$ cat src/common/nes_loader_pkg.sv
// Cartridge loader package
// Address map, iNES header constants, mapper flag layout and APB register map

`default_nettype none

package nes_loader_pkg;

	// Memory layout
	localparam int ADDR_W = 22;
	localparam logic [ADDR_W-1:0] PRG_BASE = 22'h000000;
	localparam logic [ADDR_W-1:0] CHR_BASE = 22'h200000;
	localparam int PRG_PAGE_SHIFT = 14; // 16 KB pages
	localparam int CHR_PAGE_SHIFT = 13; // 8 KB pages
	localparam int HEADER_LEN = 16;

	// "NES" followed by MS-DOS EOF
	localparam logic [7:0] INES_MAGIC0 = 8'h4E;
	localparam logic [7:0] INES_MAGIC1 = 8'h45;
	localparam logic [7:0] INES_MAGIC2 = 8'h53;
	localparam logic [7:0] INES_MAGIC3 = 8'h1A;

	// Mapper flag word layout
	localparam int FLAGS_W = 26;
	localparam int FLAG_MAPPER_LSB = 0;
	localparam int FLAG_PRG_SIZE_LSB = 8;
	localparam int FLAG_CHR_SIZE_LSB = 11;
	localparam int FLAG_MIRROR = 14;
	localparam int FLAG_CHR_RAM = 15;
	localparam int FLAG_FOUR_SCREEN = 16;
	localparam int FLAG_MAPPER2_LSB = 17;
	localparam int FLAG_HAS_SAVES = 25;

	// APB register map
	localparam int APB_ADDR_W = 4;
	localparam logic [APB_ADDR_W-1:0] REG_CTRL = 4'h0;
	localparam logic [APB_ADDR_W-1:0] REG_STATUS = 4'h4;
	localparam logic [APB_ADDR_W-1:0] REG_FLAGS = 4'h8;

	// Signature bytes in the upper half of a multitap read
	localparam logic [7:0] MULTITAP_SIG_P1 = 8'h08;
	localparam logic [7:0] MULTITAP_SIG_P2 = 8'h04;

	typedef enum logic [2:0] {
		LOAD_HEADER,
		LOAD_PRG,
		LOAD_CHR,
		LOAD_DONE,
		LOAD_ERROR
	} loader_state_t;

endpackage

`default_nettype wire

$ cat src/loader/ines_header_parser.sv
// iNES header parser
// Stores the 16 header bytes, validates magic and trainer,
// and assembles the mapper flag word

`timescale 1ns/1ps
`default_nettype none

module ines_header_parser (
	input  wire logic                              clk,
	input  wire logic                              reset_nes,
	input  wire logic                              hdr_valid,
	input  wire logic [3:0]                        hdr_index,
	input  wire logic [7:0]                        hdr_byte,
	input  wire logic                              invert_mirroring,
	output logic                                   header_ok,
	output logic [7:0]                             prg_pages,
	output logic [7:0]                             chr_pages,
	output logic [nes_loader_pkg::FLAGS_W-1:0]     flags
);
	import nes_loader_pkg::*;

	logic [7:0] hdr [HEADER_LEN];
	logic       hdr_complete;
	logic       is_nes20;
	logic       is_dirty;
	logic [7:0] mapper;
	logic [7:0] mapper2;

	// Ceiling of log2 of the page count, capped at 7
	function automatic logic [2:0] size_code(input logic [7:0] pages);
		logic [2:0] code;
		if (pages <= 8'd1)       code = 3'd0;
		else if (pages <= 8'd2)  code = 3'd1;
		else if (pages <= 8'd4)  code = 3'd2;
		else if (pages <= 8'd8)  code = 3'd3;
		else if (pages <= 8'd16) code = 3'd4;
		else if (pages <= 8'd32) code = 3'd5;
		else if (pages <= 8'd64) code = 3'd6;
		else                     code = 3'd7;
		return code;
	endfunction

	always_ff @(posedge clk) begin
		if (hdr_valid)
			hdr[hdr_index] <= hdr_byte;
	end

	// First byte of a new file invalidates the old header
	always_ff @(posedge clk) begin
		if (reset_nes) begin
			hdr_complete <= 1'b0;
		end else if (hdr_valid) begin
			if (hdr_index == 4'(HEADER_LEN - 1))
				hdr_complete <= 1'b1;
			else if (hdr_index == 4'd0)
				hdr_complete <= 1'b0;
		end
	end

	assign prg_pages = hdr[4];
	assign chr_pages = hdr[5];

	// Trainers are not supported
	assign header_ok = hdr_complete && hdr[0] == INES_MAGIC0 && hdr[1] == INES_MAGIC1 &&
		hdr[2] == INES_MAGIC2 && hdr[3] == INES_MAGIC3 && !hdr[6][2];

	assign is_nes20 = hdr[7][3:2] == 2'b10;

	// Junk in the padding bytes of an old-style header
	assign is_dirty = !is_nes20 && (hdr[9][7:1] != 7'd0 || hdr[10] != 8'd0 ||
		hdr[11] != 8'd0 || hdr[12] != 8'd0 || hdr[13] != 8'd0 ||
		hdr[14] != 8'd0 || hdr[15] != 8'd0);

	assign mapper = {is_dirty ? 4'h0 : hdr[7][7:4], hdr[6][7:4]};
	assign mapper2 = is_nes20 ? hdr[8] : 8'h00;

	always_comb begin
		flags = '0;
		flags[FLAG_MAPPER_LSB +: 8] = mapper;
		flags[FLAG_PRG_SIZE_LSB +: 3] = size_code(prg_pages);
		flags[FLAG_CHR_SIZE_LSB +: 3] = size_code(chr_pages);
		flags[FLAG_MIRROR] = hdr[6][0] ^ invert_mirroring;
		flags[FLAG_CHR_RAM] = chr_pages == 8'd0;
		flags[FLAG_FOUR_SCREEN] = hdr[6][3];
		flags[FLAG_MAPPER2_LSB +: 8] = mapper2;
		flags[FLAG_HAS_SAVES] = hdr[6][1]; // Battery bit
	end

endmodule

`default_nettype wire

$ cat src/loader/rom_loader.sv
// ROM loader
// Walks an iNES file byte by byte: header, PRG pages, CHR pages
// and writes the payload to memory

`timescale 1ns/1ps
`default_nettype none

module rom_loader (
	input  wire logic                              clk,
	input  wire logic                              reset_nes,
	input  wire logic                              download,
	input  wire logic                              file_valid,
	input  wire logic [7:0]                        file_data,
	input  wire logic                              invert_mirroring,
	output logic [nes_loader_pkg::ADDR_W-1:0]      mem_addr,
	output logic [7:0]                             mem_data,
	output logic                                   mem_write,
	output logic                                   busy,
	output logic                                   done,
	output logic                                   error,
	output logic [nes_loader_pkg::FLAGS_W-1:0]     mapper_flags
);
	import nes_loader_pkg::*;

	loader_state_t      state;
	logic               download_q;
	logic               restart;
	logic [3:0]         hdr_cnt;
	logic               hdr_check; // All header bytes in, evaluate next
	logic [ADDR_W-1:0]  bytes_left;
	logic               hdr_valid;
	logic               header_ok;
	logic [7:0]         prg_pages;
	logic [7:0]         chr_pages;
	logic [FLAGS_W-1:0] flags;

	ines_header_parser u_ines_header_parser (
		.clk              (clk),
		.reset_nes        (reset_nes),
		.hdr_valid        (hdr_valid),
		.hdr_index        (hdr_cnt),
		.hdr_byte         (file_data),
		.invert_mirroring (invert_mirroring),
		.header_ok        (header_ok),
		.prg_pages        (prg_pages),
		.chr_pages        (chr_pages),
		.flags            (flags)
	);

	// A byte arriving with the download edge is dropped
	assign restart = download && !download_q;

	assign hdr_valid = file_valid && !restart && state == LOAD_HEADER && !hdr_check;
	assign mem_write = file_valid && !restart && (state == LOAD_PRG || state == LOAD_CHR) &&
		bytes_left != '0;
	assign mem_data = file_data;

	always_ff @(posedge clk) begin
		if (reset_nes) begin
			download_q <= 1'b0;
			state <= LOAD_HEADER;
			hdr_cnt <= 4'd0;
			hdr_check <= 1'b0;
			bytes_left <= '0;
			mem_addr <= PRG_BASE;
			busy <= 1'b0;
			done <= 1'b0;
			error <= 1'b0;
		end else begin
			download_q <= download;
			if (restart) begin
				state <= LOAD_HEADER;
				hdr_cnt <= 4'd0;
				hdr_check <= 1'b0;
				bytes_left <= '0;
				mem_addr <= PRG_BASE;
				busy <= 1'b0;
				done <= 1'b0;
				error <= 1'b0;
			end else begin
				case (state)
				LOAD_HEADER: begin
					if (hdr_check) begin
						hdr_check <= 1'b0;
						if (header_ok) begin
							state <= LOAD_PRG;
							mem_addr <= PRG_BASE;
							bytes_left <= ADDR_W'(prg_pages) << PRG_PAGE_SHIFT;
						end else begin
							state <= LOAD_ERROR;
							busy <= 1'b0;
							done <= 1'b1;
							error <= 1'b1;
						end
					end else if (hdr_valid) begin
						busy <= 1'b1;
						hdr_cnt <= hdr_cnt + 4'd1;
						if (hdr_cnt == 4'(HEADER_LEN - 1))
							hdr_check <= 1'b1;
					end
				end
				LOAD_PRG: begin
					if (mem_write) begin
						bytes_left <= bytes_left - 1'b1;
						mem_addr <= mem_addr + 1'b1;
					end else if (bytes_left == '0) begin
						if (chr_pages == 8'd0) begin // CHR RAM cart
							state <= LOAD_DONE;
							busy <= 1'b0;
							done <= 1'b1;
						end else begin
							state <= LOAD_CHR;
							mem_addr <= CHR_BASE;
							bytes_left <= ADDR_W'(chr_pages) << CHR_PAGE_SHIFT;
						end
					end
				end
				LOAD_CHR: begin
					if (mem_write) begin
						bytes_left <= bytes_left - 1'b1;
						mem_addr <= mem_addr + 1'b1;
					end else if (bytes_left == '0) begin
						state <= LOAD_DONE;
						busy <= 1'b0;
						done <= 1'b1;
					end
				end
				default: ; // Done and error hold until the next download
				endcase
			end
		end
	end

	// Flag word follows the parser while done is up
	always_ff @(posedge clk) begin
		if (reset_nes)
			mapper_flags <= '0;
		else if (done)
			mapper_flags <= flags;
	end

	a_no_write_when_finished: assert property (@(posedge clk) disable iff (reset_nes)
		(state == LOAD_DONE || state == LOAD_ERROR) |-> !mem_write);

endmodule

`default_nettype wire

$ cat src/design/loader_config_regs.sv
// Loader configuration registers on APB
// Control bits for mirroring, joypad swap and multitap,
// read-only loader status and mapper flags

`timescale 1ns/1ps
`default_nettype none

module loader_config_regs (
	input  wire logic                                  clk,
	input  wire logic                                  reset_nes,
	input  wire logic [nes_loader_pkg::APB_ADDR_W-1:0] paddr,
	input  wire logic                                  psel,
	input  wire logic                                  penable,
	input  wire logic                                  pwrite,
	input  wire logic [31:0]                           pwdata,
	input  wire logic                                  busy,
	input  wire logic                                  done,
	input  wire logic                                  error,
	input  wire logic [nes_loader_pkg::FLAGS_W-1:0]    mapper_flags,
	output logic [31:0]                                prdata,
	output logic                                       pready,
	output logic                                       pslverr,
	output logic                                       invert_mirroring,
	output logic                                       joy_swap,
	output logic                                       multitap
);
	import nes_loader_pkg::*;

	logic access;
	logic addr_hit;
	logic ctrl_wr;

	assign access = psel && penable;
	assign addr_hit = paddr == REG_CTRL || paddr == REG_STATUS || paddr == REG_FLAGS;
	assign ctrl_wr = access && pwrite && paddr == REG_CTRL;

	assign pready = access; // No wait states
	assign pslverr = access && (!addr_hit || (pwrite && paddr != REG_CTRL));

	always_ff @(posedge clk) begin
		if (reset_nes) begin
			invert_mirroring <= 1'b0;
			joy_swap <= 1'b0;
			multitap <= 1'b0;
		end else if (ctrl_wr) begin
			invert_mirroring <= pwdata[0];
			joy_swap <= pwdata[1];
			multitap <= pwdata[2];
		end
	end

	always_comb begin
		case (paddr)
		REG_CTRL:   prdata = {29'd0, multitap, joy_swap, invert_mirroring};
		REG_STATUS: prdata = {29'd0, error, done, busy};
		REG_FLAGS:  prdata = 32'(mapper_flags);
		default:    prdata = 32'd0;
		endcase
	end

	a_penable_needs_psel: assert property (@(posedge clk) disable iff (reset_nes)
		penable |-> psel);

endmodule

`default_nettype wire

$ cat src/design/joypad_serial.sv
// Joypad serialiser for the two console ports
// Loads 24-bit shift registers on strobe and shifts on falling clock edges

`timescale 1ns/1ps
`default_nettype none

module joypad_serial (
	input  wire logic        clk,
	input  wire logic        reset_nes,
	input  wire logic [31:0] joy_pads,
	input  wire logic        joypad_strobe,
	input  wire logic [1:0]  joypad_clock,
	input  wire logic        joy_swap,
	input  wire logic        multitap,
	output logic [1:0]       joypad_data
);
	import nes_loader_pkg::*;

	logic [7:0]  nes_pad [4];
	logic [23:0] load_val [2];
	logic [23:0] shift_q [2];
	logic [1:0]  clock_q;

	// Host order has the d-pad as Right, Left, Down, Up
	function automatic logic [7:0] nes_order(input logic [7:0] host);
		return {host[4], host[5], host[6], host[7], host[3:0]};
	endfunction

	always_comb begin
		for (int i = 0; i < 4; i++)
			nes_pad[i] = nes_order(joy_pads[i*8 +: 8]);
	end

	// Port 1 reads pads A and C, port 2 pads B and D
	assign load_val[0] = {multitap ? {MULTITAP_SIG_P1, nes_pad[2]} : 16'hFFFF,
		joy_swap ? nes_pad[1] : nes_pad[0]};
	assign load_val[1] = {multitap ? {MULTITAP_SIG_P2, nes_pad[3]} : 16'hFFFF,
		joy_swap ? nes_pad[0] : nes_pad[1]};

	always_ff @(posedge clk) begin
		if (reset_nes)
			clock_q <= 2'b00;
		else
			clock_q <= joypad_clock;
	end

	for (genvar p = 0; p < 2; p++) begin : g_port
		always_ff @(posedge clk) begin
			if (reset_nes)
				shift_q[p] <= 24'd0;
			else if (joypad_strobe)
				shift_q[p] <= load_val[p]; // Held in load while strobe is high
			else if (clock_q[p] && !joypad_clock[p])
				shift_q[p] <= {1'b0, shift_q[p][23:1]};
		end

		assign joypad_data[p] = shift_q[p][0];
	end

endmodule

`default_nettype wire

$ cat src/design/nes_input_top.sv
// NES cartridge loader and controller front end
// Ties the ROM loader, the APB config registers and the joypad serialiser

`timescale 1ns/1ps
`default_nettype none

module nes_input_top (
	input  wire logic                                  clk,
	input  wire logic                                  reset_nes,
	input  wire logic                                  download,
	input  wire logic                                  file_valid,
	input  wire logic [7:0]                            file_data,
	output logic [nes_loader_pkg::ADDR_W-1:0]          mem_addr,
	output logic [7:0]                                 mem_data,
	output logic                                       mem_write,
	input  wire logic [nes_loader_pkg::APB_ADDR_W-1:0] paddr,
	input  wire logic                                  psel,
	input  wire logic                                  penable,
	input  wire logic                                  pwrite,
	input  wire logic [31:0]                           pwdata,
	output logic [31:0]                                prdata,
	output logic                                       pready,
	output logic                                       pslverr,
	input  wire logic [31:0]                           joy_pads,
	input  wire logic                                  joypad_strobe,
	input  wire logic [1:0]                            joypad_clock,
	output logic [1:0]                                 joypad_data
);
	import nes_loader_pkg::*;

	logic               invert_mirroring;
	logic               joy_swap;
	logic               multitap;
	logic               busy;
	logic               done;
	logic               error;
	logic [FLAGS_W-1:0] mapper_flags;

	rom_loader u_rom_loader (
		.clk              (clk),
		.reset_nes        (reset_nes),
		.download         (download),
		.file_valid       (file_valid),
		.file_data        (file_data),
		.invert_mirroring (invert_mirroring),
		.mem_addr         (mem_addr),
		.mem_data         (mem_data),
		.mem_write        (mem_write),
		.busy             (busy),
		.done             (done),
		.error            (error),
		.mapper_flags     (mapper_flags)
	);

	loader_config_regs u_loader_config_regs (
		.clk              (clk),
		.reset_nes        (reset_nes),
		.paddr            (paddr),
		.psel             (psel),
		.penable          (penable),
		.pwrite           (pwrite),
		.pwdata           (pwdata),
		.busy             (busy),
		.done             (done),
		.error            (error),
		.mapper_flags     (mapper_flags),
		.prdata           (prdata),
		.pready           (pready),
		.pslverr          (pslverr),
		.invert_mirroring (invert_mirroring),
		.joy_swap         (joy_swap),
		.multitap         (multitap)
	);

	joypad_serial u_joypad_serial (
		.clk           (clk),
		.reset_nes     (reset_nes),
		.joy_pads      (joy_pads),
		.joypad_strobe (joypad_strobe),
		.joypad_clock  (joypad_clock),
		.joy_swap      (joy_swap),
		.multitap      (multitap),
		.joypad_data   (joypad_data)
	);

endmodule

`default_nettype wire

$ cat config.mk
export PLATFORM = sky130hd
export DESIGN_NAME = nes_input_top
export DESIGN_NICKNAME = d
export VERILOG_FILES = /design/src/common/nes_loader_pkg.sv /design/src/loader/ines_header_parser.sv /design/src/loader/rom_loader.sv /design/src/design/loader_config_regs.sv /design/src/design/joypad_serial.sv /design/src/design/nes_input_top.sv
export SDC_FILE = /design/constraint.sdc
export NUM_CORES = 1
export LEC_CHECK = 0
export BUFFER_PORTS_ARGS = -buffer_cell sky130_fd_sc_hd__buf_2
export CAP_MARGIN = 40
export CORE_UTILIZATION = 40
export CTS_BUF_LIST = sky130_fd_sc_hd__clkbuf_4
export CTS_CLUSTER_DIAMETER = 50
export DETAILED_ROUTE_END_ITERATION = 10
export HOLD_SLACK_MARGIN = 0.08
export SETUP_SLACK_MARGIN = 0.2
export SYNTH_ARGS = -nofsm -noshare
export SYNTH_HDL_FRONTEND = slang
export SYNTH_SLANG_ARGS = --single-unit
$ cat constraint.sdc
create_clock -name clk -period 5.4 [get_ports clk]
set_input_delay 1.35 -clock clk [delete_from_list [all_inputs] [get_ports clk]]
set_output_delay 1.35 -clock clk [all_outputs]
set_load 0.02 [all_outputs]
# [After elaboration in Yosys (flattened, before gate mapping)]
# Memory sizes are Yosys's and may differ from the RTL's.
# Index checks and enable logic that the tools add are counted.
[word_totals] ramBits=176 regBits=88 elab_cells=209 memories=2 rom_bits=0 latchBits=0 in_bits=86
[memory_table] name="u_rom_loader.u_ines_header_parser.hdr" words=16 width=8 rd=16 rd_ports_with_merged_regs=0 write_ports=1 line_no="ines_header_parser.sv:22" source="logic [7:0] hdr [HEADER_LEN];"
[memory_table] name="u_joypad_serial.shift_q" words=2 width=24 rd=2 rd_ports_with_merged_regs=0 write_ports=2 line_no="joypad_serial.sv:21" source="logic [23:0] shift_q [2];"
[classes] multipliers=0 n_bitwise=7 n_lt_le_gt_ge=14 div=0 add_sub_neg=3 n_eq_ne=23 shifts=0 muxes=84 n_reduce_logical=61
[op_table] operator="$mux W22" n=12
[op_table] operator="$pmux W22 S3" n=2
[op_table] operator="$mux W24" n=4
[op_table] operator="$pmux W26 S3" n=1
[op_table] operator="$reduce_bool A8 Y1" n=6
[op_table] operator="$mux W3" n=14
[op_table] operator="$mux W1" n=38
[op_table] operator="$mux W16" n=2
[op_table] operator="$eq A8 B7 Y1 const B" n=3
[op_table] operator="$mux W8" n=3
[op_table] operator="$add A22 B1 Y22 const B" n=1
[op_table] operator="$logic_not A22 Y1" n=1
[op_table] operator="$reduce_bool A22 Y1" n=1
[op_table] operator="$sub A22 B1 Y22 const B" n=1
[op_table] operator="$logic_and A1 B1 Y1" n=19
[op_table] operator="$le A8 B1 Y1 const B" n=2
[op_table] operator="$le A8 B2 Y1 const B" n=2
[op_table] operator="$le A8 B3 Y1 const B" n=2
[op_table] operator="$le A8 B4 Y1 const B" n=2
[op_table] operator="$le A8 B5 Y1 const B" n=2
[op_table] operator="$le A8 B6 Y1 const B" n=2
[op_table] operator="$le A8 B7 Y1 const B" n=2
[op_table] operator="$reduce_and A8 Y1" n=2
[op_table] operator="$ne A2 B2 Y1 const B" n=6
[op_table] operator="30 further kinds" n=62

# [Longest topological paths before layout]
# Gate-level depths: netlist of run 1.
# An unclocked memory read counts as a cell.
[depth] word_depth=10 mapped_depth=11 ltp_nobuf=9

# [Modules after synthesis]
# Synthesis of run 1 repeated with hierarchy kept, for this count alone.
[unflattened] cells_unflattened=937 area_unflattened_um2=11624.9
[by_module_without_submodules] mod="ines_header_parser" n_inst=1 area_per_inst_um2=4525.6 cells_each=248 seq_area_each_um2=3773.6
[by_module_without_submodules] mod="rom_loader" n_inst=1 area_per_inst_um2=4026.4 cells_each=470 seq_area_each_um2=1641.6
[by_module_without_submodules] mod="joypad_serial" n_inst=1 area_per_inst_um2=2565.0 cells_each=154 seq_area_each_um2=1481.4
[by_module_without_submodules] mod="loader_config_regs" n_inst=1 area_per_inst_um2=508.0 cells_each=65 seq_area_each_um2=60.1

# [Worst setup path after synthesis of run 1]
# OpenSTA, ideal clock, no wires.
[synth_timing] path_type="input to output" start="input port paddr[2] (netlist bit)" end="output port prdata[10]" path_slack_ps=1511 required_time_ps=4050 path_buffers=2 arrival_ps=2539 stages=5 cell_sequence="clkbuf_1 > nor2b_1 > nor3b_1 > clkbuf_1 > and2_1"
[synth_via] elab_chain_cells=2 elab_cells_between_ends=4 classes_between="2 x eq/ne; 1 x mux; 1 x reduce/logical"
[synth_lines] element="start: declaration" line_no="nes_input_top.sv:16" source="input wire logic [nes_loader_pkg::APB_ADDR_W-1:0] paddr,"
[synth_lines] element="$eq A4 B4 Y1, or another cell as far along" line_no="loader_config_regs.sv:53" source="case (paddr)"
[synth_lines] element="$pmux W26 S3 (*)" line_no="loader_config_regs.sv:53"
[synth_lines] element="end: declaration" line_no="nes_input_top.sv:21" source="output logic [31:0] prdata,"
# Every way passes the cells marked *; elsewhere a longest branch is shown, timed or not.

# [Worst setup path after layout of run 1]
[layout_timing] start="register u_rom_loader.bytes_left[6]" end="output port mem_write"
[layout_via] elab_chain_cells=2
[layout_lines] element="start: declaration" line_no="rom_loader.sv:30" source="logic [ADDR_W-1:0] bytes_left;"
[layout_lines] element="start signal: assignment" line_no="rom_loader.sv:88" source="bytes_left <= ADDR_W'(prg_pages) << PRG_PAGE_SHIFT;"
[layout_lines] element="start signal: assignment" line_no="rom_loader.sv:104" source="bytes_left <= bytes_left - 1'b1;"
[layout_lines] element="start signal: assignment" line_no="rom_loader.sv:114" source="bytes_left <= ADDR_W'(chr_pages) << CHR_PAGE_SHIFT;"
[layout_lines] element="$reduce_bool A22 Y1" line_no="rom_loader.sv:55" source="bytes_left != '0;"
[layout_lines] element="$logic_and A1 B1 Y1" line_no="rom_loader.sv:54" source="assign mem_write = file_valid && !restart && (state == LOAD_PRG || state == LOAD_CHR) &&"
[layout_lines] element="end: declaration" line_no="nes_input_top.sv:15" source="output logic mem_write,"
# No other way between the ends.

==> results of run 1 <==
-- report_power, final --
part / internal, mW / switching [mW]
Combinational: 0.0451 / 0.0948
Sequential: 2.17 / 0.0110
Clock: 1.03 / 0.808
Total: 3.25 / 0.914
-- kinds of logic after synthesis --
kind of cell               after synthesis  synth area share
and+or+nand+nor                        367             0.169
buffers and inverters                   86            0.0351
DFF                                    261             0.610
xor gates and xnor gates                 7           0.00538
adders and majority gates                8           0.00856
AOI/OAI and AO/OA                      243             0.141
other                                    1          0.000329
muxes                                   34            0.0301
-- area by class of cell --
type	count	area, um^2	area share
Antenna cell	1	2.50	0.000188
Tap cell	378	473	0.0355
Clock inverter	19	129	0.00967
Clock buffer	111	833	0.0625
Inverter	12	45.0	0.00338
Sequential cell	261	6960	0.522
Timing Repair Buffer	143	817	0.0613
Multi-Input combinational cell	665	4080	0.306
-- stage by stage --
stage | setup WS, ns | power, mW | hold slack (ns) | utilization
final | 0.934 | 4.16 | 0.466 | 0.477
after global routing | 0.624 | 4.33 | 0.487 | 0.477
after CTS | 0.894 | 4.23 | 0.469 | 0.477
after detailed placement | 1.45 | 2.36 | 0.459 | 0.443
after global placement | 1.47 | 2.36 | 0.451 | 0.439
after floorplan | 1.51 | 2.29 | 0.440 | -
-- cells in the final DEF, fill, tap and decap left out, types with 10 or more instances in the layout --
cell,count
clkbuf_4,111
nor2b_1,30
buf_2,119
nand3_1,32
nor4_1,21
dfxtp_1,88
buf_4,19
nand2_1,74
o21ai_0,51
nand4_1,16
a211oi_1,14
or3_1,10
a21o_1,16
inv_1,12
and2_1,26
o31ai_1,27
mux2i_1,32
a21oi_1,70
nand2b_1,17
nor3_1,26
clkinv_1,13
edfxtp_1,173
nor2_1,74
-- critical path: stages (launching register included) --
cell and delay, ns:
dfxtp_1 0.37, nor4_1 0.65, nand3_1 0.35, or3_1 0.43, nand3_1 0.36, inv_1 0.12, buf_2 0.18
-- path summary, 6_finish.rpt --
check,from,end,slack [ns],cells after the start
worst max-delay path,u_rom_loader.bytes_left[6]$_SDFFE_PP0P_,mem_write,0.93,6
worst min-delay path,u_rom_loader.mapper_flags[18]$_SDFFE_PP0P_,u_rom_loader.mapper_flags[18]$_SDFFE_PP0P_,0.47,2
worst max register to register,u_rom_loader.bytes_left[6]$_SDFFE_PP0P_,u_rom_loader.bytes_left[16]$_SDFFE_PP0P_,2.11,6
worst min register to register,u_rom_loader.mapper_flags[18]$_SDFFE_PP0P_,u_rom_loader.mapper_flags[18]$_SDFFE_PP0P_,0.47,2
-- state kept, by name, summed over array words and instances, names as in the netlist --
signal                                          count
u_rom_loader.busy                                   1
u_rom_loader.bytes_left                            22
u_rom_loader.hdr_cnt                                4
u_rom_loader.u_ines_header_parser.hdr             125
u_loader_config_regs.joy_swap                       1
u_rom_loader.done                                   1
u_rom_loader.mapper_flags                          26
u_joypad_serial.clock_q                             2
u_loader_config_regs.invert_mirroring               1
u_rom_loader.error                                  1
u_loader_config_regs.multitap                       1
u_rom_loader.state                                  3
u_rom_loader.mem_addr                              22
u_joypad_serial.shift_q                            48
u_rom_loader.u_ines_header_parser.hdr_complete      1
u_rom_loader.hdr_check                              1
u_rom_loader.download_q                             1
-- layer usage --
| metal | vias up | part of all wire | wire length, um |
|---|---|---|---|
| met4 | 0 | 0.020 | 553 |
| li1 | 4130 | - | - |
| met1 | 4121 | 0.46 | 12600 |
| met2 | 211 | 0.47 | 12900 |
| met5 | - | 0 | 0 |
| met3 | 53 | 0.043 | 1170 |
-- cells in the mapped netlist (all sizes together) (28+ instances only) --
master    n  share of area
nand3    32          0.014
edfxtp  173           0.46
nand2    74          0.024
mux2i    32          0.028
a21oi    71          0.031
buf      30          0.017
clkbuf   44          0.015
o21ai    51          0.022
nor2     74          0.024
nor2b    30          0.016
nor3     28          0.012
dfxtp    88           0.15
==> impl.org, run 1 <==
** Outcome
- Status :: complete, no violations

** Floorplan
- Effective utilization at floorplan :: 0.408
- In this run the horizontal extent of the chip is 171 um.
- DIE AREA :: 29,200 um^2
- In this run the vertical extent of the chip is 171 um.
- Rows :: 61
- In this run the count of I/O pins placed on the die edge is 153.
- Total core area :: 27,900 um^2

** Placed design
- The HPWL after detailed placement is 17,200 um.
- The count of buffers added on input and output ports is 117.
- After detailed placement, the total cell area comes to 12,400 um^2.
- Final weighted congestion in routability-driven placement :: roughly 0.8
- Placed cell count :: around 1,500

** Layout
- Relative to the synthesized area, the layout overhead comes to 17.0%.
- The finished cells cover ~13,000 um^2.
- In the final layout, the share of cells above drive strength 1 is 0.228.
- Counting the fill cells in the layout gives 2,654.
- After the last flow step, the layout net total stands at between 1,000 and 1,500.
- Post-route non-filler standard cell count :: around 1,600

** Yosys
- Among all flip-flop cells after synthesis, the most frequent one is edfxtp_1.
- During synthesis, Yosys emitted a total of 0 warnings.
- The synthesized design contains 173 enable-type register cells.
- Count of cell types in the netlist :: 67
- After synthesis, the share of flip-flops with an asynchronous set or reset is 0.
- Count of state elements after synthesis :: 261
- For this run, the register share of the synthesized area comes to 0.610.
- Synth Instances :: just over 1,000
- Post-Synthesis Cell Area :: 11,400 um^2
- The average instance in the mapped netlist occupies 11.3 um^2.

** Worst setup path
- Data on the critical path arrives at its endpoint at 3.12 ns.
- Critical Path Sink Type :: primary output
- Max Fanout on Critical Path :: 11
- The worst setup path is launched from a flip-flop.
- The worst setup path is of the flip-flop to primary output kind.
- WP data required :: about 4.1 ns

** CTS
- Worst skew pair latency :: 0.66 ns
- The clock drives roughly 260 sinks.
- Post-CTS timing repair inserted 0 buffers for setup.
- TritonCTS Buffers :: 74
- CTS Root Cell :: clkbuf_4
- TritonCTS built the clock tree.
- The longest clock path from root to sink contains 3 buffers.
- Number of buffers inserted by hold repair at cts :: 0
- Post-CTS resize count :: 0
- The H-tree was split into 3 levels.
- After clock tree synthesis, the clock-pin slew on the worst setup and hold paths is 0.06 ns.

** GRT
- Congestion Overflow GR :: 0
- Antenna violations before repair :: 1
- In the global route stage, met3 resource usage came out at 0.0368.
- Number of global-route vias before repair :: 8,254
- Maximum number of pins on one net before global-route repair :: 46
- In the global route stage, met1 resource usage came out at 0.248.
- Met2 track utilization from global routing :: 0.313
- First-pass GRT wire length :: 43,400 um
- For this run, the total global-route usage over all layers was measured as 0.190.
- Busiest layer in global routing :: met2

** Timing
- Final Max Tran Viols :: 0
- The worst path in the final design needs a cycle of about 4.5 ns, including I/O delays and setup.
- Setup total negative slack on the finished layout was measured at 0 ns.
- Setup repair after global routing left no endpoint under its margin.
- At the pin with the least slew margin, the transition time is ~0.90 ns.
- Highest Clock Rate :: 224 MHz
- Relative slew slack :: 0.399
- Skew final :: 0.0392 ns
- Post-route fraction of the period consumed by the critical path :: 0.827
- Final setup fails :: 0
- The final count of hold timing violations came to 0.

** Routing
- Total DRC errors in the routed layout :: 0
- Wire length reported by the detailed router :: 27,200 um
- For this block, the via count after detailed routing is 8,515.
- Routed WL per cell :: 17.1 um
- After detailed routing, the number of vias per cell comes to 5.36.
- Total iterations of the first detailed-routing run :: 6
- Antenna violation net count after detailed routing :: 0
- Initial DRC Count :: 440

** Power
- Across the VDD grid, the largest voltage drop is between 0.15 and 0.2 mV.
- Total power per unit cell area :: 312 nW/um^2
- Summed over all cells, the static leakage comes to between 4 and 5 nW.

** Min path
- The worst hold path belongs to the class flip-flop to flip-flop.

** Flow run
- MaxCap Viol Count :: 0
(Power assumes the default switching activity.)
==> run 2: changes to the inputs <==
==> constraint.sdc (replaced) <==
create_clock -name clk -period 3.7 [get_ports clk]
set_input_delay 0.925 -clock clk [delete_from_list [all_inputs] [get_ports clk]]
set_output_delay 0.925 -clock clk [all_outputs]
set_load 0.02 [all_outputs]
==> impl.org, run 2 (synthesized netlist as in run 1, its figures left out) <==
** Timing
- Post-route minimum period :: 3.38 ns
- Setup repair after global routing missed its margin :: no
- Skew final :: 0.0440 ns (+0.00482 ns)
- Relative slew slack :: 0.432 (+0.0333)
- Final Max Tran Viols :: 0 (unchanged)
- Summed negative setup slack over all endpoints :: 0 ns (unchanged)
- The final count of hold timing violations is 0 (unchanged).
- The pin slew with the least headroom to its limit was 0.851 ns (-0.0499 ns).
- Final setup fails :: 0 (unchanged)
- Highest Clock Rate :: roughly 300 MHz
- Dividing the final minimum period by the clock period gives 0.913.

** Routing
- The number of design rule violations left after detail routing is 0 (unchanged).
- The number of design-rule violations left by the first detailed-router iteration was 527 (+20%).
- Wire length reported by the detailed router :: 27,400 um (+0.56%)
- Antenna violation net count after detailed routing :: 0 (unchanged)
- Total iterations of the first detailed-routing run :: 5 (-1)
- Vias post-DR :: 8,566 (+0.60%)
- The via-per-instance ratio came to 5.37 (+0.22%).
- The average wire per standard cell came to 17.2 um (+0.18%).

** Floorplan
- The number of rows in the core area came to 61 (unchanged).
- Horizontal die dimension :: 171 um (unchanged)
- The area inside the core boundary was 27,900 um^2 (unchanged).
- The effective utilization at floorplan came to 0.408 (unchanged).
- The die extent in y is 171 um (unchanged).
- DIE AREA :: 29,200 um^2 (unchanged)
- The top-level I/O count came to 153 (unchanged).

** Worst setup path
- The critical path ends at mem_write.
- Among cell families on the critical path, the largest total delay comes from simple AND/OR/NAND/NOR gates.
- Tracing the worst setup path back leads to its startpoint at u_rom_loader.bytes_left[6]$_SDFFE_PP0P_.
- CP Launch Type :: flip-flop
- Critical Path Sink Type :: primary output
- R2R setup slack :: 0.82 ns (-1.29 ns)
- The worst stage delay on the critical path came to 0.45 ns (-0.20 ns).
- Worst reg2reg startpoint :: u_rom_loader.bytes_left[17]$_SDFFE_PP0P_
- The critical path arrival is 2.45 ns (-0.67 ns).
- The largest fanout on the critical path is 7 (-4).
- Critical setup path kind :: flip-flop to primary output
- The data required time of the critical path was 2.77 ns (-1.28 ns).
- Worst Path Buf+Inv :: 3 (+1)
- Worst r2r dst :: u_rom_loader.bytes_left[19]$_SDFFE_PP0P_
- The cell count along the critical path came to 7 (+1).
- On the critical path, the stage with the largest delay is an instance of or3_4.
- Path depth of the worst reg2reg path :: 7 (+1)
- Crit-path cells :: nor4_2 -> buf_4 -> nand3_2 -> or3_4 -> nand3_4 -> inv_1 -> buf_2

** Layout
- Leaving out fill and tap cells, the most frequent cells in the layout are edfxtp_1, buf_2, clkbuf_4.
- The number of flip-flops in the largest register was 125 (unchanged).
- Final cell utilization of the core :: 0.476 (-0.00125)
- Layout overhead on the synthesized area :: 16.6%
- The largest registers in the layout are u_rom_loader.u_ines_header_parser.hdr x125, u_joypad_serial.shift_q x48, u_rom_loader.mapper_flags x26.
- Register name with the most flops :: u_rom_loader.u_ines_header_parser.hdr
- The fraction of layout cells with a size suffix above 1 is 0.231 (+0.00298).
- Net count of the finished layout :: 1,259 (+0.72%)
- Most common cell after layout, fill and taps aside :: edfxtp_1

** GRT
- Global Route Usage Sum :: 0.188 (-0.00188)
- Congestion Overflow GR :: 0 (unchanged)
- The largest net degree at the start of global routing is 45 (-2.2%).
- First-pass GRT wire length :: 42,700 um (-1.5%)
- Antenna violations before repair :: 1 (unchanged)
- The via count of the first global-routing pass came to 8,235 (-0.23%).

** Placed design
- The post-DP HPWL came to 17,300 um (+0.13%).
- I/O Buffers :: 117 (unchanged)
- Final weighted congestion in routability-driven placement :: 0.800 (-2.1%)

** CTS
- CTS placed an instance of clkbuf_4 at the clock tree root.
- Worst skew pair latency :: 0.66 ns (about the same)
- The CTS sink count is 261 (unchanged).
- Clock tree from TritonCTS :: yes
- TritonCTS Buffers :: 69 (-6.8%)
- Number of buffers inserted by hold repair at cts :: 0 (unchanged)
- CTS clk-pin slew, worst paths :: 0.06 ns (about the same)
- The largest buffer count on any clock path was 3 (unchanged).
- Number of H-tree branching levels :: 3 (unchanged)

** Power
- Leakage power :: 4.90 nW (-0.24%)
- The maximum resistive drop on vdd came to 0.236 mV (+41%).
- Total power per unit cell area :: 428 nW/um^2 (+37%)

** Outcome
- Status :: complete, no violations

** Min path
- The worst hold path belongs to the class flip-flop to flip-flop.

** Flow run
- MaxCap Viol Count :: 0 (unchanged)
[run 2: changes by cell type in the layout (fill, tap and decap cells not counted), moves of 4 or more]
| cell | change |
|---|---|
| buf_4 | +21 |
| clkbuf_4 | -21 |
| clkinv_1 | +10 |
| clkinv_2 | +4 |
[run 2: worst min path at each step]
stage	depth (start not counted)	startpoint	slack (ns)	endpoint
CTS	2	joypad_clock[0]	0.44	u_joypad_serial.clock_q[0]$_SDFF_PP0_
finish	2	u_rom_loader.bytes_left[5]$_SDFFE_PP0P_	0.47	u_rom_loader.bytes_left[5]$_SDFFE_PP0P_
global route	2	joypad_clock[0]	0.45	u_joypad_serial.clock_q[0]$_SDFF_PP0_
floorplan	2	u_rom_loader.error$_SDFFE_PP0P_	0.44	u_rom_loader.error$_SDFFE_PP0P_
global placement	2	u_rom_loader.bytes_left[5]$_SDFFE_PP0P_	0.45	u_rom_loader.bytes_left[5]$_SDFFE_PP0P_
detailed placement	2	u_rom_loader.bytes_left[5]$_SDFFE_PP0P_	0.46	u_rom_loader.bytes_left[5]$_SDFFE_PP0P_
[run 2: metrics by stage]
stage                     instance area [um^2]  setup WS, ns  power, mW  cells  hold WS [ns]
final                                    13300         0.323       5.69   1596         0.467
after floorplan                          11400         0.661       3.35   1012         0.440
after global routing                     13300         0.198       5.94   1596         0.447
after detailed placement                 12400         0.544       3.45   1470         0.458
after global placement                   12400         0.592       3.44   1470         0.452
after CTS                                13300         0.207       5.77   1594         0.440
[run 2: per-layer routing]
metal / part of all wire / vias up / track usage
met5: 0 / - / 0
met4: 0.023 / 0 / 0.0734
met3: 0.049 / 54 / 0.0363
met2: 0.47 / 241 / 0.310
met1: 0.46 / 4123 / 0.245
li1: - / 4148 / -
[run 2: final cells by class]
type	instances	area (um^2)
inverters	12	45.0
multi-input cells	665	4130
clock inverters	32	130
diodes	1	2.50
fillers	2632	14600
flip-flops and latches	261	6960
well taps	378	473
clock buffers	90	676
repair buffers	157	886
[run 2: where the power goes]
part	internal [mW]	total [mW]	switching (mW)
sequential	3.16	3.18	0.0153
clock	1.15	2.32	1.17
combinational	0.0620	0.199	0.137
total	4.37	5.69	1.32
[run 2: repair_timing]
| action | in CTS | in global routing |
|---|---|---|
| gates cloned | 0 | 0 |
| resized for setup | 6 | 5 |
| endpoints found under the setup margin | 1 | 1 |
| buffers inserted | 2 | 1 |
| pin swaps | 2 | 2 |
[run 2: worst register-to-register path: cells and delay by family, from the launching register on]
family / cells / cell delay [ns]
flops: 1 / 0.34
compound gates: 1 / 0.21
mux: 1 / 0.49
simple gates: 4 / 1.63
buf+inv: 1 / 0.16
==> run 3: changes to the inputs <==
--- a/config.mk
+++ b/config.mk
@@ -5,6 +5,7 @@
 export SDC_FILE = /design/constraint.sdc
 export NUM_CORES = 1
 export LEC_CHECK = 0
+export ABC_AREA = 1
 export BUFFER_PORTS_ARGS = -buffer_cell sky130_fd_sc_hd__buf_2
 export CAP_MARGIN = 40
 export CORE_UTILIZATION = 40
==> impl.org, run 3 <==
** Placed design
- Final weighted congestion in routability-driven placement :: 0.853 (+6.6%)
- The placed instance count came to 1,790 (+22%).
- I/O Buffers :: 117 (unchanged)
- The post-DP HPWL was 18,700 um (+8.0%).

** CTS
- Worst skew pair latency :: 0.66 ns (about the same)
- The hold-fix buffer count after cts was 0 (unchanged).
- The count of instances resized after the clock tree is built came to 0 (-6).
- Clock Sink Count :: 261 (unchanged)
- Setup Buffers After CTS :: 0 (-2)
- TritonCTS Buffers :: 74 (+7.2%)
- CTS clk-pin slew, worst paths :: 0.06 ns (about the same)
- The H-tree level count is 3 (unchanged).
- The largest buffer count on any clock path is 3 (unchanged).
- In this run the clock root is driven by a clkbuf_4.
- Clock tree from TritonCTS :: yes

** Floorplan
- DIE AREA :: 29,800 um^2 (+2.2%)
- Horizontal die dimension :: 173 um (+1.1%)
- Die extent in y :: 173 um (+1.1%)
- The number of rows in the core area came to 62 (+1.6%).
- Effective utilization at floorplan :: 0.406 (-0.00199)
- The area inside the core boundary came to 28,700 um^2 (+2.8%).
- Boundary pin count :: 153 (unchanged)

** Layout
- Footprint of the flip-flops and latches :: 6960 um^2 (about the same)
- The count of placed standard cells in the final layout, fillers left out is 1,929 (+21%).
- The number of flip-flops in the largest register is 125 (unchanged).
- Net count of the finished layout :: 1,575 (+25%)
- Regs by FF count :: u_rom_loader.u_ines_header_parser.hdr x125, u_joypad_serial.shift_q x48, u_rom_loader.mapper_flags x26
- # fillers :: 2,797 (+6.3%)
- The fraction of layout cells with a size suffix above 1 is 0.187 (-0.0437).
- Area of combinational cells with multiple inputs :: 3840 um^2 (-7.0%)
- Most common cell after layout, fill and taps aside :: nand2_1
- Register name with the most flops :: u_rom_loader.u_ines_header_parser.hdr
- The final core utilization came to 0.475 (-0.000624).
- From synthesis to final layout, the design area changed by 17.1%.
- In the layout the commonest cells are nand2_1, nor2_1, edfxtp_1.

** Timing
- Relative slew slack :: 0.492 (+0.0599)
- The clock skew after layout came to 0.0502 ns (+0.00623 ns).
- The final-report setup violation count is 0 (unchanged).
- Slew of the pin with the lowest slew margin :: 0.759 ns (-0.0927 ns)
- Post-route minimum period :: 3.20 ns (-0.181 ns)
- The final count of hold timing violations came to 0 (unchanged).
- The final cycle utilization of the critical path is 0.864 (-0.0488).
- Highest Clock Rate :: 313 MHz (+5.7%)
- The total count of max-transition violations in the final report came to 0 (unchanged).
- Summed negative setup slack over all endpoints :: 0 ns (unchanged)
- Setup repair after global routing left no endpoint under its margin.

** Yosys
- The part of the Yosys area used for sequential elements is 0.597 (-0.0134).
- The count of flip-flops with a built-in enable after synthesis came to 173 (unchanged).
- The proportion of synthesized flip-flops having asynchronous set or reset came to 0 (unchanged).
- Library cell occupying the most area in the post-synthesis netlist :: edfxtp_1
- The number of warnings printed during yosys synthesis came to 0 (unchanged).
- Ranking of synthesized cells by area :: edfxtp_1, dfxtp_1, nand2_1, nor2_1, inv_1
- Most common flop cell mapped by yosys :: edfxtp_1
- Synth Instances :: 1,311 (+30%)
- The mean post-synth cell area was 8.89 um^2 (-21%).
- Count of cell types in the netlist :: 39 (-42%)
- In the post-synthesis netlist, the cell with the most instances is nand2_1.
- The register bit count reported by yosys is 261 (unchanged).
- Yosys top cell area share :: 0.446 (-0.0100)
- The cell area after synthesis was 11,700 um^2 (+2.2%).
- Top cell types by occurrence after synthesis :: nand2_1, nor2_1, edfxtp_1

** GRT
- Maximum number of pins on one net before global-route repair :: 46 (+2.2%)
- Congestion Overflow GR :: 0 (unchanged)
- Antenna violations before repair :: 2 (+1)
- The total routing usage reported by global routing came to 0.191 (+0.00267).
- The wire length of the first global-routing pass was 45,700 um (+7.1%).
- The via count of the first global-routing pass came to 9,189 (+12%).

** Power
- The internal power summed over all cells came to 4.71 mW (+7.7%).
- Part of the total power dissipated in sequential elements :: 0.522 (-0.036)
- Maximum resistive drop on vdd :: 0.292 mV (+24%)
- Net Sw Power :: 1.39 mW (+5.2%)
- Total power per unit cell area :: 447 nW/um^2 (+4.4%)
- Leakage power :: 5.57 nW (+14%)
- Net Sw Frac :: 0.228 (-0.00409)
- Clk network pwr share :: 0.442 (+0.035)
- Combinational cell fraction of total power :: 0.035 (about the same)
- The total power consumption of the routed design was 6.10 mW (+7.1%).

** Worst setup path
- Critical Path Sink Type :: primary output
- The critical path in this run is classified as input port to primary output.
- Worst reg2reg startpoint :: u_rom_loader.state[0]$_SDFFE_PP0P_
- In this run the worst setup path begins at paddr[1].
- Worst r2r dst :: u_rom_loader.bytes_left[4]$_SDFFE_PP0P_
- CP Launch Type :: input port
- The largest fanout on the critical path is 13 (+6).
- Critical path endpoint :: prdata[15]
- Arrival @ worst endpoint :: 2.27 ns (-0.18 ns)
- Path depth of the worst reg2reg path :: 12 (+5)
- R2R setup slack :: 1.27 ns (+0.45 ns)
- The data required time of the critical path was 2.77 ns (about the same).

** Min path
- The tightest min-delay check is of the flip-flop to flip-flop type.
- Source of the worst hold timing path :: u_rom_loader.u_ines_header_parser.hdr[6][4]$_DFFE_PP_

** Routing
- Wire length reported by the detailed router :: 27,800 um (+1.7%)
- The number of search-and-repair iterations in the first detailed-routing pass is 5 (unchanged).
- Total DRC errors in the routed layout :: 0 (unchanged)
- The total vias in the final route came to 9,407 (+9.8%).
- The via-per-instance ratio was 4.88 (-9.1%).
- The number of design-rule violations left by the first detailed-router iteration is 786 (+49%).
- Antenna violation net count after detailed routing :: 0 (unchanged)
- The average wire per standard cell was 14.4 um (-16%).

** Outcome
- The run finished with clean final reports.

** Flow run
- MaxCap Viol Count :: 0 (unchanged)
## run 3: cell count changes after synthesis, sizes merged, moves of 30 or more
cell,delta
inv,+151
o21ai,+49
nor2b,-30
nand3,+47
nand2,+194
nor2,+137
mux2i,-32
## run 3: metal layers
metal  part of all wire  GRT usage
met1               0.46      0.250
met2               0.46      0.308
met3              0.060     0.0446
met4              0.023     0.0730
met5            0.00047          0
## run 3: power by group through the flow
stage,combinational [mW],sequential (mW),clock [mW]
after floorplan,0.117,3.24,0
after global placement,0.214,3.25,0
after detailed placement,0.217,3.25,0
after CTS,0.219,3.19,2.79
after global routing,0.241,3.19,2.95
final,0.215,3.19,2.70
## run 3: worst min path at each step
stage	to	slack (ns)	cells after the start
floorplan	u_rom_loader.mapper_flags[25]$_SDFFE_PP0P_	0.43	2
global placement	u_rom_loader.mapper_flags[4]$_SDFFE_PP0P_	0.45	2
detailed placement	u_rom_loader.mapper_flags[0]$_SDFFE_PP0P_	0.46	2
CTS	u_joypad_serial.clock_q[1]$_SDFF_PP0_	0.43	3
global route	u_joypad_serial.clock_q[1]$_SDFF_PP0_	0.45	3
finish	u_rom_loader.mapper_flags[0]$_SDFFE_PP0P_	0.47	2
## run 3: final cells by class
class                   count  share of cell area
diodes                      1            0.000183
multi-input cells         842               0.281
repair buffers            138              0.0554
clock inverters            18             0.00660
flip-flops and latches    261               0.510
well taps                 384              0.0352
clock buffers             120              0.0660
inverters                 165              0.0456
## run 3: worst max-delay path: stages
cell and delay, ns:
buf_2 0.10, nor2_1 0.09, inv_1 0.07, nor3_1 0.34, inv_2 0.25, buf_4 0.24
nor2_1 0.09, buf_2 0.17
## run 3: cells by family after synthesis
kind of cell / Yosys count / synth area share
buffers and inverters: 213 / 0.0765
and+or+nand+nor: 614 / 0.219
AOI/OAI and AO/OA: 202 / 0.0896
other: 1 / 0.000322
adders and majority gates: 7 / 0.00751
xor gates and xnor gates: 13 / 0.00977
DFF: 261 / 0.597
## run 3: per-stage QoR
step	instance area, um^2	hold slack [ns]	setup slack (ns)
2_1_floorplan	11700	0.430	0.783
3_3_place_gp	12700	0.455	0.368
3_5_place_dp	12700	0.464	0.360
4_1_cts	13600	0.427	0.353
5_1_grt	13600	0.448	0.257
6_report	13600	0.467	0.503
